<file path="src/rv32i_pkg.sv">
/*
 * rv32i base integer isa definitions
 * field widths and positions, opcodes and funct3 codes used by decode
 */
`default_nettype none

package rv32i_pkg;

    localparam int XLEN       = 32;
    localparam int REG_ADDR_W = 5;
    localparam int OPC_W      = 7;
    localparam int F3_W       = 3;
    localparam int F7_W       = 7;
    localparam int SHAMT_W    = 5;
    localparam int IMM_I_W    = 12;
    localparam int IMM_U_W    = 20;

    // bit positions inside the instruction word
    localparam int OPC_LSB   = 0;
    localparam int RD_LSB    = 7;
    localparam int F3_LSB    = 12;
    localparam int RS1_LSB   = 15;
    localparam int RS2_LSB   = 20;
    localparam int F7_LSB    = 25;
    localparam int IMM_I_LSB = 20;
    localparam int IMM_U_LSB = 12;
    localparam int ALT_BIT   = 30;      // sub / sra select
    localparam int SIGN_BIT  = 31;      // immediate sign

    typedef logic [XLEN-1:0]       word_t;
    typedef logic [XLEN-1:0]       inst_t;
    typedef logic [REG_ADDR_W-1:0] reg_addr_t;
    typedef logic [OPC_W-1:0]      opcode_t;
    typedef logic [F3_W-1:0]       funct3_t;
    typedef logic [F7_W-1:0]       funct7_t;

    localparam opcode_t OPC_LUI    = 7'b0110111;
    localparam opcode_t OPC_AUIPC  = 7'b0010111;
    localparam opcode_t OPC_OP_IMM = 7'b0010011;
    localparam opcode_t OPC_OP     = 7'b0110011;

    localparam funct3_t F3_ADD  = 3'b000;   // add, sub, addi
    localparam funct3_t F3_SLL  = 3'b001;
    localparam funct3_t F3_SLT  = 3'b010;
    localparam funct3_t F3_SLTU = 3'b011;
    localparam funct3_t F3_XOR  = 3'b100;
    localparam funct3_t F3_SR   = 3'b101;   // srl and sra share it
    localparam funct3_t F3_OR   = 3'b110;
    localparam funct3_t F3_AND  = 3'b111;

    // the only funct7 patterns allowed on immediate shifts
    localparam funct7_t F7_ZERO = 7'b0000000;
    localparam funct7_t F7_ALT  = 7'b0100000;

    localparam word_t ZERO_WORD = {XLEN{1'b0}};

endpackage

`default_nettype wire

</file>
<file path="src/id_pkg.sv">
/*
 * decode to execute micro-operation types
 * alu operation and result class handed down the pipeline
 */
`default_nettype none

package id_pkg;

    // alu operation within a result class
    typedef enum logic [3:0] {
        OP_NONE = 4'd0,
        OP_ADD  = 4'd1,
        OP_SUB  = 4'd2,
        OP_SLT  = 4'd3,
        OP_SLTU = 4'd4,
        OP_XOR  = 4'd5,
        OP_OR   = 4'd6,
        OP_AND  = 4'd7,
        OP_SLL  = 4'd8,
        OP_SRL  = 4'd9,
        OP_SRA  = 4'd10,
        OP_LUI  = 4'd11
    } alu_op_e;

    // which execute result mux leg is taken
    typedef enum logic [2:0] {
        SEL_NONE    = 3'd0,
        SEL_LOGIC   = 3'd1,
        SEL_SHIFT   = 3'd2,     // lui rides on the shift leg
        SEL_ARITH   = 3'd3,
        SEL_COMPARE = 3'd4
    } alu_sel_e;

endpackage

`default_nettype wire

</file>
<file path="src/decode_if.sv">
/*
 * decoded control bundle
 * carries decoder results to the operand selects and the id/ex register
 */
`default_nettype none

interface decode_if;

    id_pkg::alu_op_e       aluop;
    id_pkg::alu_sel_e      alusel;
    rv32i_pkg::reg_addr_t  wd;          // destination register
    logic                  wreg;
    logic                  inst_valid;
    logic                  rs1_read;
    logic                  rs2_read;
    rv32i_pkg::reg_addr_t  rs1_addr;
    rv32i_pkg::reg_addr_t  rs2_addr;
    rv32i_pkg::word_t      imm1;        // used when rs1 is not read
    rv32i_pkg::word_t      imm2;        // used when rs2 is not read

    modport dec (
        output aluop, alusel, wd, wreg, inst_valid,
        output rs1_read, rs2_read, rs1_addr, rs2_addr, imm1, imm2
    );

    modport opnd (
        input rs1_read, rs2_read, rs1_addr, rs2_addr, imm1, imm2
    );

    modport pipe (
        input aluop, alusel, wd, wreg, inst_valid
    );

endinterface

`default_nettype wire

</file>
<file path="src/inst_decoder.sv">
/*
 * instruction decoder
 * maps lui, auipc and the alu instructions to control, read requests and immediates
 */
`default_nettype none

module inst_decoder (
    input  wire rv32i_pkg::inst_t inst_i,
    input  wire rv32i_pkg::word_t pc_i,
    decode_if.dec                 dec_o
);

    rv32i_pkg::opcode_t opcode;
    rv32i_pkg::funct3_t funct3;
    rv32i_pkg::funct7_t funct7;
    logic               alt;
    logic               reg_form;
    logic               is_shift;
    logic               shift_bad;
    logic               legal;
    rv32i_pkg::word_t   imm_i_sext;
    rv32i_pkg::word_t   imm_u;
    rv32i_pkg::word_t   shamt_zext;
    id_pkg::alu_op_e    f3_op;
    id_pkg::alu_sel_e   f3_sel;

    assign opcode = inst_i[rv32i_pkg::OPC_LSB +: rv32i_pkg::OPC_W];
    assign funct3 = inst_i[rv32i_pkg::F3_LSB +: rv32i_pkg::F3_W];
    assign funct7 = inst_i[rv32i_pkg::F7_LSB +: rv32i_pkg::F7_W];
    assign alt    = inst_i[rv32i_pkg::ALT_BIT];

    // register fields are passed on whatever the opcode
    assign dec_o.wd       = inst_i[rv32i_pkg::RD_LSB +: rv32i_pkg::REG_ADDR_W];
    assign dec_o.rs1_addr = inst_i[rv32i_pkg::RS1_LSB +: rv32i_pkg::REG_ADDR_W];
    assign dec_o.rs2_addr = inst_i[rv32i_pkg::RS2_LSB +: rv32i_pkg::REG_ADDR_W];

    assign imm_i_sext = {{(rv32i_pkg::XLEN - rv32i_pkg::IMM_I_W){inst_i[rv32i_pkg::SIGN_BIT]}},
                         inst_i[rv32i_pkg::IMM_I_LSB +: rv32i_pkg::IMM_I_W]};
    assign imm_u      = {inst_i[rv32i_pkg::IMM_U_LSB +: rv32i_pkg::IMM_U_W],
                         {(rv32i_pkg::XLEN - rv32i_pkg::IMM_U_W){1'b0}}};
    assign shamt_zext = {{(rv32i_pkg::XLEN - rv32i_pkg::SHAMT_W){1'b0}},
                         inst_i[rv32i_pkg::RS2_LSB +: rv32i_pkg::SHAMT_W]};

    assign reg_form = (opcode == rv32i_pkg::OPC_OP);
    assign is_shift = (funct3 == rv32i_pkg::F3_SLL) || (funct3 == rv32i_pkg::F3_SR);

    // slli needs funct7 zero, srli/srai allow only the alt bit
    assign shift_bad = ((funct3 == rv32i_pkg::F3_SLL) && (funct7 != rv32i_pkg::F7_ZERO)) ||
                       ((funct3 == rv32i_pkg::F3_SR) && (funct7 != rv32i_pkg::F7_ZERO) &&
                        (funct7 != rv32i_pkg::F7_ALT));

    // operation named by funct3, same table for both alu forms
    always_comb begin
        f3_op  = id_pkg::OP_NONE;
        f3_sel = id_pkg::SEL_NONE;
        case (funct3)
            rv32i_pkg::F3_ADD: begin
                f3_op  = (alt && reg_form) ? id_pkg::OP_SUB : id_pkg::OP_ADD;  // no subi
                f3_sel = id_pkg::SEL_ARITH;
            end
            rv32i_pkg::F3_SLL: begin
                f3_op  = id_pkg::OP_SLL;
                f3_sel = id_pkg::SEL_SHIFT;
            end
            rv32i_pkg::F3_SLT: begin
                f3_op  = id_pkg::OP_SLT;
                f3_sel = id_pkg::SEL_COMPARE;
            end
            rv32i_pkg::F3_SLTU: begin
                f3_op  = id_pkg::OP_SLTU;
                f3_sel = id_pkg::SEL_COMPARE;
            end
            rv32i_pkg::F3_XOR: begin
                f3_op  = id_pkg::OP_XOR;
                f3_sel = id_pkg::SEL_LOGIC;
            end
            rv32i_pkg::F3_SR: begin
                f3_op  = alt ? id_pkg::OP_SRA : id_pkg::OP_SRL;
                f3_sel = id_pkg::SEL_SHIFT;
            end
            rv32i_pkg::F3_OR: begin
                f3_op  = id_pkg::OP_OR;
                f3_sel = id_pkg::SEL_LOGIC;
            end
            rv32i_pkg::F3_AND: begin
                f3_op  = id_pkg::OP_AND;
                f3_sel = id_pkg::SEL_LOGIC;
            end
            default: begin
                f3_op  = id_pkg::OP_NONE;
                f3_sel = id_pkg::SEL_NONE;
            end
        endcase
    end

    always_comb begin
        dec_o.aluop    = id_pkg::OP_NONE;       // idle unless recognised
        dec_o.alusel   = id_pkg::SEL_NONE;
        dec_o.rs1_read = 1'b0;
        dec_o.rs2_read = 1'b0;
        dec_o.imm1     = rv32i_pkg::ZERO_WORD;
        dec_o.imm2     = rv32i_pkg::ZERO_WORD;
        legal          = 1'b0;
        case (opcode)
            rv32i_pkg::OPC_LUI: begin
                legal        = 1'b1;
                dec_o.aluop  = id_pkg::OP_LUI;
                dec_o.alusel = id_pkg::SEL_SHIFT;
                dec_o.imm2   = imm_u;
            end
            rv32i_pkg::OPC_AUIPC: begin
                legal        = 1'b1;
                dec_o.aluop  = id_pkg::OP_ADD;
                dec_o.alusel = id_pkg::SEL_ARITH;
                dec_o.imm1   = pc_i;                // pc + upper immediate
                dec_o.imm2   = imm_u;
            end
            rv32i_pkg::OPC_OP_IMM: begin
                if (!shift_bad) begin
                    legal          = 1'b1;
                    dec_o.aluop    = f3_op;
                    dec_o.alusel   = f3_sel;
                    dec_o.rs1_read = 1'b1;
                    dec_o.imm2     = is_shift ? shamt_zext : imm_i_sext;
                end
            end
            rv32i_pkg::OPC_OP: begin
                legal          = 1'b1;
                dec_o.aluop    = f3_op;
                dec_o.alusel   = f3_sel;
                dec_o.rs1_read = 1'b1;
                dec_o.rs2_read = 1'b1;
            end
            default: begin
                legal = 1'b0;
            end
        endcase
        dec_o.wreg       = legal;   // every kept instruction writes rd
        dec_o.inst_valid = legal;
    end

endmodule

`default_nettype wire

</file>
<file path="src/operand_forward.sv">
/*
 * source operand select with forwarding
 * execute result beats memory result beats register file data
 */
`default_nettype none

module operand_forward (
    input  wire                  read_i,
    input  wire rv32i_pkg::reg_addr_t addr_i,
    input  wire rv32i_pkg::word_t     imm_i,
    input  wire rv32i_pkg::word_t     reg_data_i,
    input  wire                  ex_wreg_i,
    input  wire rv32i_pkg::reg_addr_t ex_wd_i,
    input  wire rv32i_pkg::word_t     ex_wdata_i,
    input  wire                  mem_wreg_i,
    input  wire rv32i_pkg::reg_addr_t mem_wd_i,
    input  wire rv32i_pkg::word_t     mem_wdata_i,
    output rv32i_pkg::word_t          operand_o
);

    logic ex_hit;
    logic mem_hit;

    // x0 is not filtered out here
    assign ex_hit  = ex_wreg_i && (ex_wd_i == addr_i);
    assign mem_hit = mem_wreg_i && (mem_wd_i == addr_i);

    always_comb begin
        if (!read_i) begin
            operand_o = imm_i;          // port unused, take the immediate
        end else if (ex_hit) begin
            operand_o = ex_wdata_i;     // youngest result first
        end else if (mem_hit) begin
            operand_o = mem_wdata_i;
        end else begin
            operand_o = reg_data_i;
        end
    end

endmodule

`default_nettype wire

</file>
<file path="src/id_ex_reg.sv">
/*
 * id/ex pipeline register
 * holds decoded control and both operands for one cycle
 */
`default_nettype none

module id_ex_reg (
    input  wire                   clk,
    input  wire                   reset_i,
    decode_if.pipe                ctl_i,
    input  wire rv32i_pkg::word_t reg1_i,
    input  wire rv32i_pkg::word_t reg2_i,
    output id_pkg::alu_op_e       aluop_o,
    output id_pkg::alu_sel_e      alusel_o,
    output rv32i_pkg::reg_addr_t  wd_o,
    output logic                  wreg_o,
    output logic                  inst_valid_o,
    output rv32i_pkg::word_t      reg1_o,
    output rv32i_pkg::word_t      reg2_o
);

    always_ff @(posedge clk) begin
        if (reset_i) begin
            aluop_o      <= id_pkg::OP_NONE;   // bubble into execute
            alusel_o     <= id_pkg::SEL_NONE;
            wd_o         <= '0;
            wreg_o       <= 1'b0;
            inst_valid_o <= 1'b0;
            reg1_o       <= rv32i_pkg::ZERO_WORD;
            reg2_o       <= rv32i_pkg::ZERO_WORD;
        end else begin
            aluop_o      <= ctl_i.aluop;
            alusel_o     <= ctl_i.alusel;
            wd_o         <= ctl_i.wd;
            wreg_o       <= ctl_i.wreg;
            inst_valid_o <= ctl_i.inst_valid;
            reg1_o       <= reg1_i;            // already forwarded
            reg2_o       <= reg2_i;
        end
    end

endmodule

`default_nettype wire

</file>
<file path="src/id_stage.sv">
/*
 * rv32i instruction decode stage
 * decoder, two forwarding operand selects and the id/ex register
 */
`default_nettype none

module id_stage (
    input  wire                       clk,
    input  wire                       reset_i,
    input  wire rv32i_pkg::word_t     pc_i,
    input  wire rv32i_pkg::inst_t     inst_i,

    // register file read data, same cycle as the request
    input  wire rv32i_pkg::word_t     reg1_data_i,
    input  wire rv32i_pkg::word_t     reg2_data_i,

    // results still in flight in execute and memory
    input  wire                       ex_wreg_i,
    input  wire rv32i_pkg::reg_addr_t ex_wd_i,
    input  wire rv32i_pkg::word_t     ex_wdata_i,
    input  wire                       mem_wreg_i,
    input  wire rv32i_pkg::reg_addr_t mem_wd_i,
    input  wire rv32i_pkg::word_t     mem_wdata_i,

    // register file read requests
    output logic                      reg1_read_o,
    output logic                      reg2_read_o,
    output rv32i_pkg::reg_addr_t      reg1_addr_o,
    output rv32i_pkg::reg_addr_t      reg2_addr_o,

    // to execute, one cycle after inst_i
    output id_pkg::alu_op_e           aluop_o,
    output id_pkg::alu_sel_e          alusel_o,
    output rv32i_pkg::reg_addr_t      wd_o,
    output logic                      wreg_o,
    output logic                      inst_valid_o,
    output rv32i_pkg::word_t          reg1_o,
    output rv32i_pkg::word_t          reg2_o
);

    decode_if dec_if ();

    rv32i_pkg::word_t reg1_fwd;
    rv32i_pkg::word_t reg2_fwd;

    assign reg1_read_o = dec_if.rs1_read;
    assign reg2_read_o = dec_if.rs2_read;
    assign reg1_addr_o = dec_if.rs1_addr;
    assign reg2_addr_o = dec_if.rs2_addr;

    inst_decoder decoder_i (
        .inst_i (inst_i),
        .pc_i   (pc_i),
        .dec_o  (dec_if)
    );

    operand_forward fwd1_i (
        .read_i      (dec_if.rs1_read),
        .addr_i      (dec_if.rs1_addr),
        .imm_i       (dec_if.imm1),
        .reg_data_i  (reg1_data_i),
        .ex_wreg_i   (ex_wreg_i),
        .ex_wd_i     (ex_wd_i),
        .ex_wdata_i  (ex_wdata_i),
        .mem_wreg_i  (mem_wreg_i),
        .mem_wd_i    (mem_wd_i),
        .mem_wdata_i (mem_wdata_i),
        .operand_o   (reg1_fwd)
    );

    operand_forward fwd2_i (
        .read_i      (dec_if.rs2_read),
        .addr_i      (dec_if.rs2_addr),
        .imm_i       (dec_if.imm2),
        .reg_data_i  (reg2_data_i),
        .ex_wreg_i   (ex_wreg_i),
        .ex_wd_i     (ex_wd_i),
        .ex_wdata_i  (ex_wdata_i),
        .mem_wreg_i  (mem_wreg_i),
        .mem_wd_i    (mem_wd_i),
        .mem_wdata_i (mem_wdata_i),
        .operand_o   (reg2_fwd)
    );

    id_ex_reg id_ex_i (
        .clk          (clk),
        .reset_i      (reset_i),
        .ctl_i        (dec_if),
        .reg1_i       (reg1_fwd),
        .reg2_i       (reg2_fwd),
        .aluop_o      (aluop_o),
        .alusel_o     (alusel_o),
        .wd_o         (wd_o),
        .wreg_o       (wreg_o),
        .inst_valid_o (inst_valid_o),
        .reg1_o       (reg1_o),
        .reg2_o       (reg2_o)
    );

endmodule

`default_nettype wire

</file>
<file path="config.mk">
export PLATFORM = sky130hd
export DESIGN_NAME = id_stage
export DESIGN_NICKNAME = d
export VERILOG_FILES = /design/src/rv32i_pkg.sv /design/src/id_pkg.sv /design/src/decode_if.sv /design/src/inst_decoder.sv /design/src/operand_forward.sv /design/src/id_ex_reg.sv /design/src/id_stage.sv
export SDC_FILE = /design/constraint.sdc
export NUM_CORES = 1
export LEC_CHECK = 0
export BUFFER_PORTS_ARGS = -buffer_cell sky130_fd_sc_hd__buf_2
export CORE_AREA = 2 2 113 115
export CTS_CLUSTER_SIZE = 12
export DETAILED_ROUTE_END_ITERATION = 16
export DIE_AREA = 0 0 115 117
export PLACE_DENSITY = 0.72
export SYNTH_ARGS = -nofsm -noshare
export SYNTH_HDL_FRONTEND = slang
export SYNTH_SLANG_ARGS = --single-unit
</file>
<file path="constraint.sdc">
create_clock -name clk -period 2.15 [get_ports clk]
set_input_delay 0.3225 -clock clk [delete_from_list [all_inputs] [get_ports clk]]
set_output_delay 0.3225 -clock clk [all_outputs]
set_load 0.01 [all_outputs]
</file>
==> impl_metrics.csv <==
group,metric,value,unit
global_routing,grtUsageTotal,24.8,%
global_routing,antenna_found_initial,0,
final_layout,layout-drive-gt1-share,45.6,%
clock_network,holdBufCountCts,0,
power_and_ir_drop,p_leak,3.35,nW
timing,setup_violations,0,
setup_path,startpoint_type,"primary input",
setup_path,required,1830,ps
setup_path,crit_top_cell,"buf_2",
timing,max_slew_margin,68.2,%
final_layout,nets,970,
final_layout,layout_common_cells,"buf_2, dfxtp_1, nand2_1",
setup_path,path_max_fanout,5,
synthesis,synth_cells,478,
final_layout,final_common_cell,"buf_2",
final_layout,fillers,1218,
final_layout,ff_latch_area,1540,um2
timing,report.final.slew_viol_count,0,
timing,final_hold_viol_count,0,
clock_network,htreeDepth,3,
detailed_routing,drt-total-wl,17700,um
timing,period_needed,1870,ps
synthesis,synth_seq_cells,77,
setup_path,cp.arrival,1540,ps
clock_network,cts.sinks,77,
timing,post-route-period-util,86.8,%
timing,worst_pin_slew,474,ps
clock_network,cts_setup_buffers,0,
clock_network,cts.clk_slew.worst_paths,60,ps
die,core_area,12300,um2
clock_network,root_buffer,"clkbuf_16",
setup_path,worstPathCellList,"buf_2 > or4_1 > buf_4 > nor2_1 > buf_2",
synthesis,synth_edf_count,0,
die,die-area,13500,um2
clock_network,cts_max_path_buffers,2,
clock_network,cts_made_buffers,9,
detailed_routing,wl_per_cell,19.3,um
job,maxCapViolCount,0,
global_routing,grt_pass1_vias,4693,
detailed_routing,via_per_inst,5.40,
die,die_w,115,um
setup_path,crit_slowest_cell,"or4_1",
synthesis,syn_area,4150,um2
clock_network,tritoncts,"yes",
status,status,"finished, final reports clean",
synthesis,synth_ff_type,"dfxtp_1",
clock_network,cts_resized,0,
timing,max_freq,536,MHz
global_routing,grt_pass1_wl,25000,um
global_routing,grt_max_degree,33,
die,core.rowCount,41,
detailed_routing,first_pass_iters,4,
synthesis,ys_warn_count,0,
global_routing,gr-total-overflow,0,
detailed_routing,drc,0,
die,die_h,117,um
place,io_buffers,295,
setup_path,worstSetupEndpointType,"output port",
synthesis,seq_area_frac_synth,37.1,%
synthesis,synthArstFlopShare,0,%
place,place.gp.congestion,0.864,
setup_path,cpPeakStageDelay,600,ps
setup_path,crit_end,"reg1_read_o",
die,ios,296,
detailed_routing,antenna_left,0,
synthesis,syn_area_per_cell,8.68,um2
timing,setup_tns,0,ps
power_and_ir_drop,p_per_area,583,nW/um2
setup_path,critPathKind,"primary input to output port",
die,start_util,33.7,%
timing,rsz0062_at_grt,"no",
synthesis,ys_types,45,
final_layout,area_growth,48.3,%
power_and_ir_drop,max-vdd-ir-drop,0.294,mV
detailed_routing,drtIter0Drc,288,
synthesis,syn-num-nets,684,
final_layout,multi_input_comb_area,2340,um2
min_path,hold_class,"primary input to flip-flop",
detailed_routing,num_vias,4966,
place,detailed_place_hpwl,14000,um
final_layout,fin_util,50.0,%
setup_path,startpoint,"inst_i[3]",
-- routing by layer --
metal	track usage, %	wire length [um]
met3	4.07	1190
met5	0	0
met4	10.2	324
met2	43.8	8790
met1	30.2	7430
-- per-stage QoR --
stage / hold WS (ps) / cell area, um2 / instances / power, W / worst slack [ps]
2_1_floorplan: 437 / 4150 / 478 / 0.00171 / 433
3_3_place_gp: 524 / 5840 / 903 / 0.00203 / 74.7
3_5_place_dp: 532 / 5840 / 903 / 0.00203 / 85.2
4_1_cts: 168 / 6150 / 919 / 0.00363 / 277
5_1_grt: 178 / 6150 / 919 / 0.00374 / 245
6_report: 183 / 6160 / 920 / 0.00359 / 283
-- worst min-delay path by stage --
stage / from / end / slack, ps / depth (start not counted)
after floorplan: pc_i[11] / id_ex_i.reg1_o[11] / 440 / 2
after global placement: pc_i[13] / id_ex_i.reg1_o[13] / 520 / 3
after detailed placement: pc_i[2] / id_ex_i.reg1_o[2] / 530 / 3
after CTS: pc_i[2] / id_ex_i.reg1_o[2] / 170 / 3
after global routing: pc_i[24] / id_ex_i.reg1_o[24] / 180 / 3
final: pc_i[13] / id_ex_i.reg1_o[13] / 180 / 3
-- cell families after synthesis --
logic type      Yosys count  share of synthesized area [%]
xor+xnor                 20                           4.22
flops                    77                           37.1
mux                      58                           14.0
compound gates          141                           23.3
simple gates            124                           14.3
buf+inv                  58                           6.96
-- where the power goes --
part	switching, W	total [W]	internal (W)
clock network	0.000649	0.00159	0.000939
registers	0.00000285	0.00144	0.00144
logic	0.000290	0.000558	0.000267
-- sequential cells by signal, indices dropped and copies added, names as in the netlist --
| register | count |
|---|---|
| id_ex_i.wd_o | 5 |
| id_ex_i.reg2_o | 32 |
| id_ex_i.wreg_o | 1 |
| id_ex_i.aluop_o | 4 |
| id_ex_i.reg1_o | 32 |
| id_ex_i.alusel_o | 3 |
-- worst max-delay path: cells and delay by family --
kind | cells | cell delay (ps)
buffers and inverters | 3 | 470
AND/OR/NAND/NOR | 2 | 750
-- synth_stat cells, types with 8 or more instances --
master	count	area share (%)
nand3_1	13	1.6
nor2_1	10	0.90
o21ai_0	14	1.7
nor2b_1	8	1.2
xor2_1	11	2.3
dfxtp_1	77	37
a32oi_1	28	5.9
mux2i_1	57	14
clkbuf_1	19	1.7
buf_2	18	2.2
a31oi_1	20	3.0
nand2_1	64	5.8
o22ai_1	21	3.2
o21ai_1	24	2.9
buf_4	13	2.4
xnor2_1	9	1.9
o221ai_1	11	2.3
-- cell type report --
type,count,area share [%]
Clock buffer,10,3.88
Tap cell,150,3.05
Inverter,6,0.366
Sequential cell,77,25.0
Clock inverter,6,1.16
Multi-Input combinational cell,343,38.0
Antenna cell,1,0.0407
Timing Repair Buffer,327,28.5
Power figures use the tool's default switching activity.
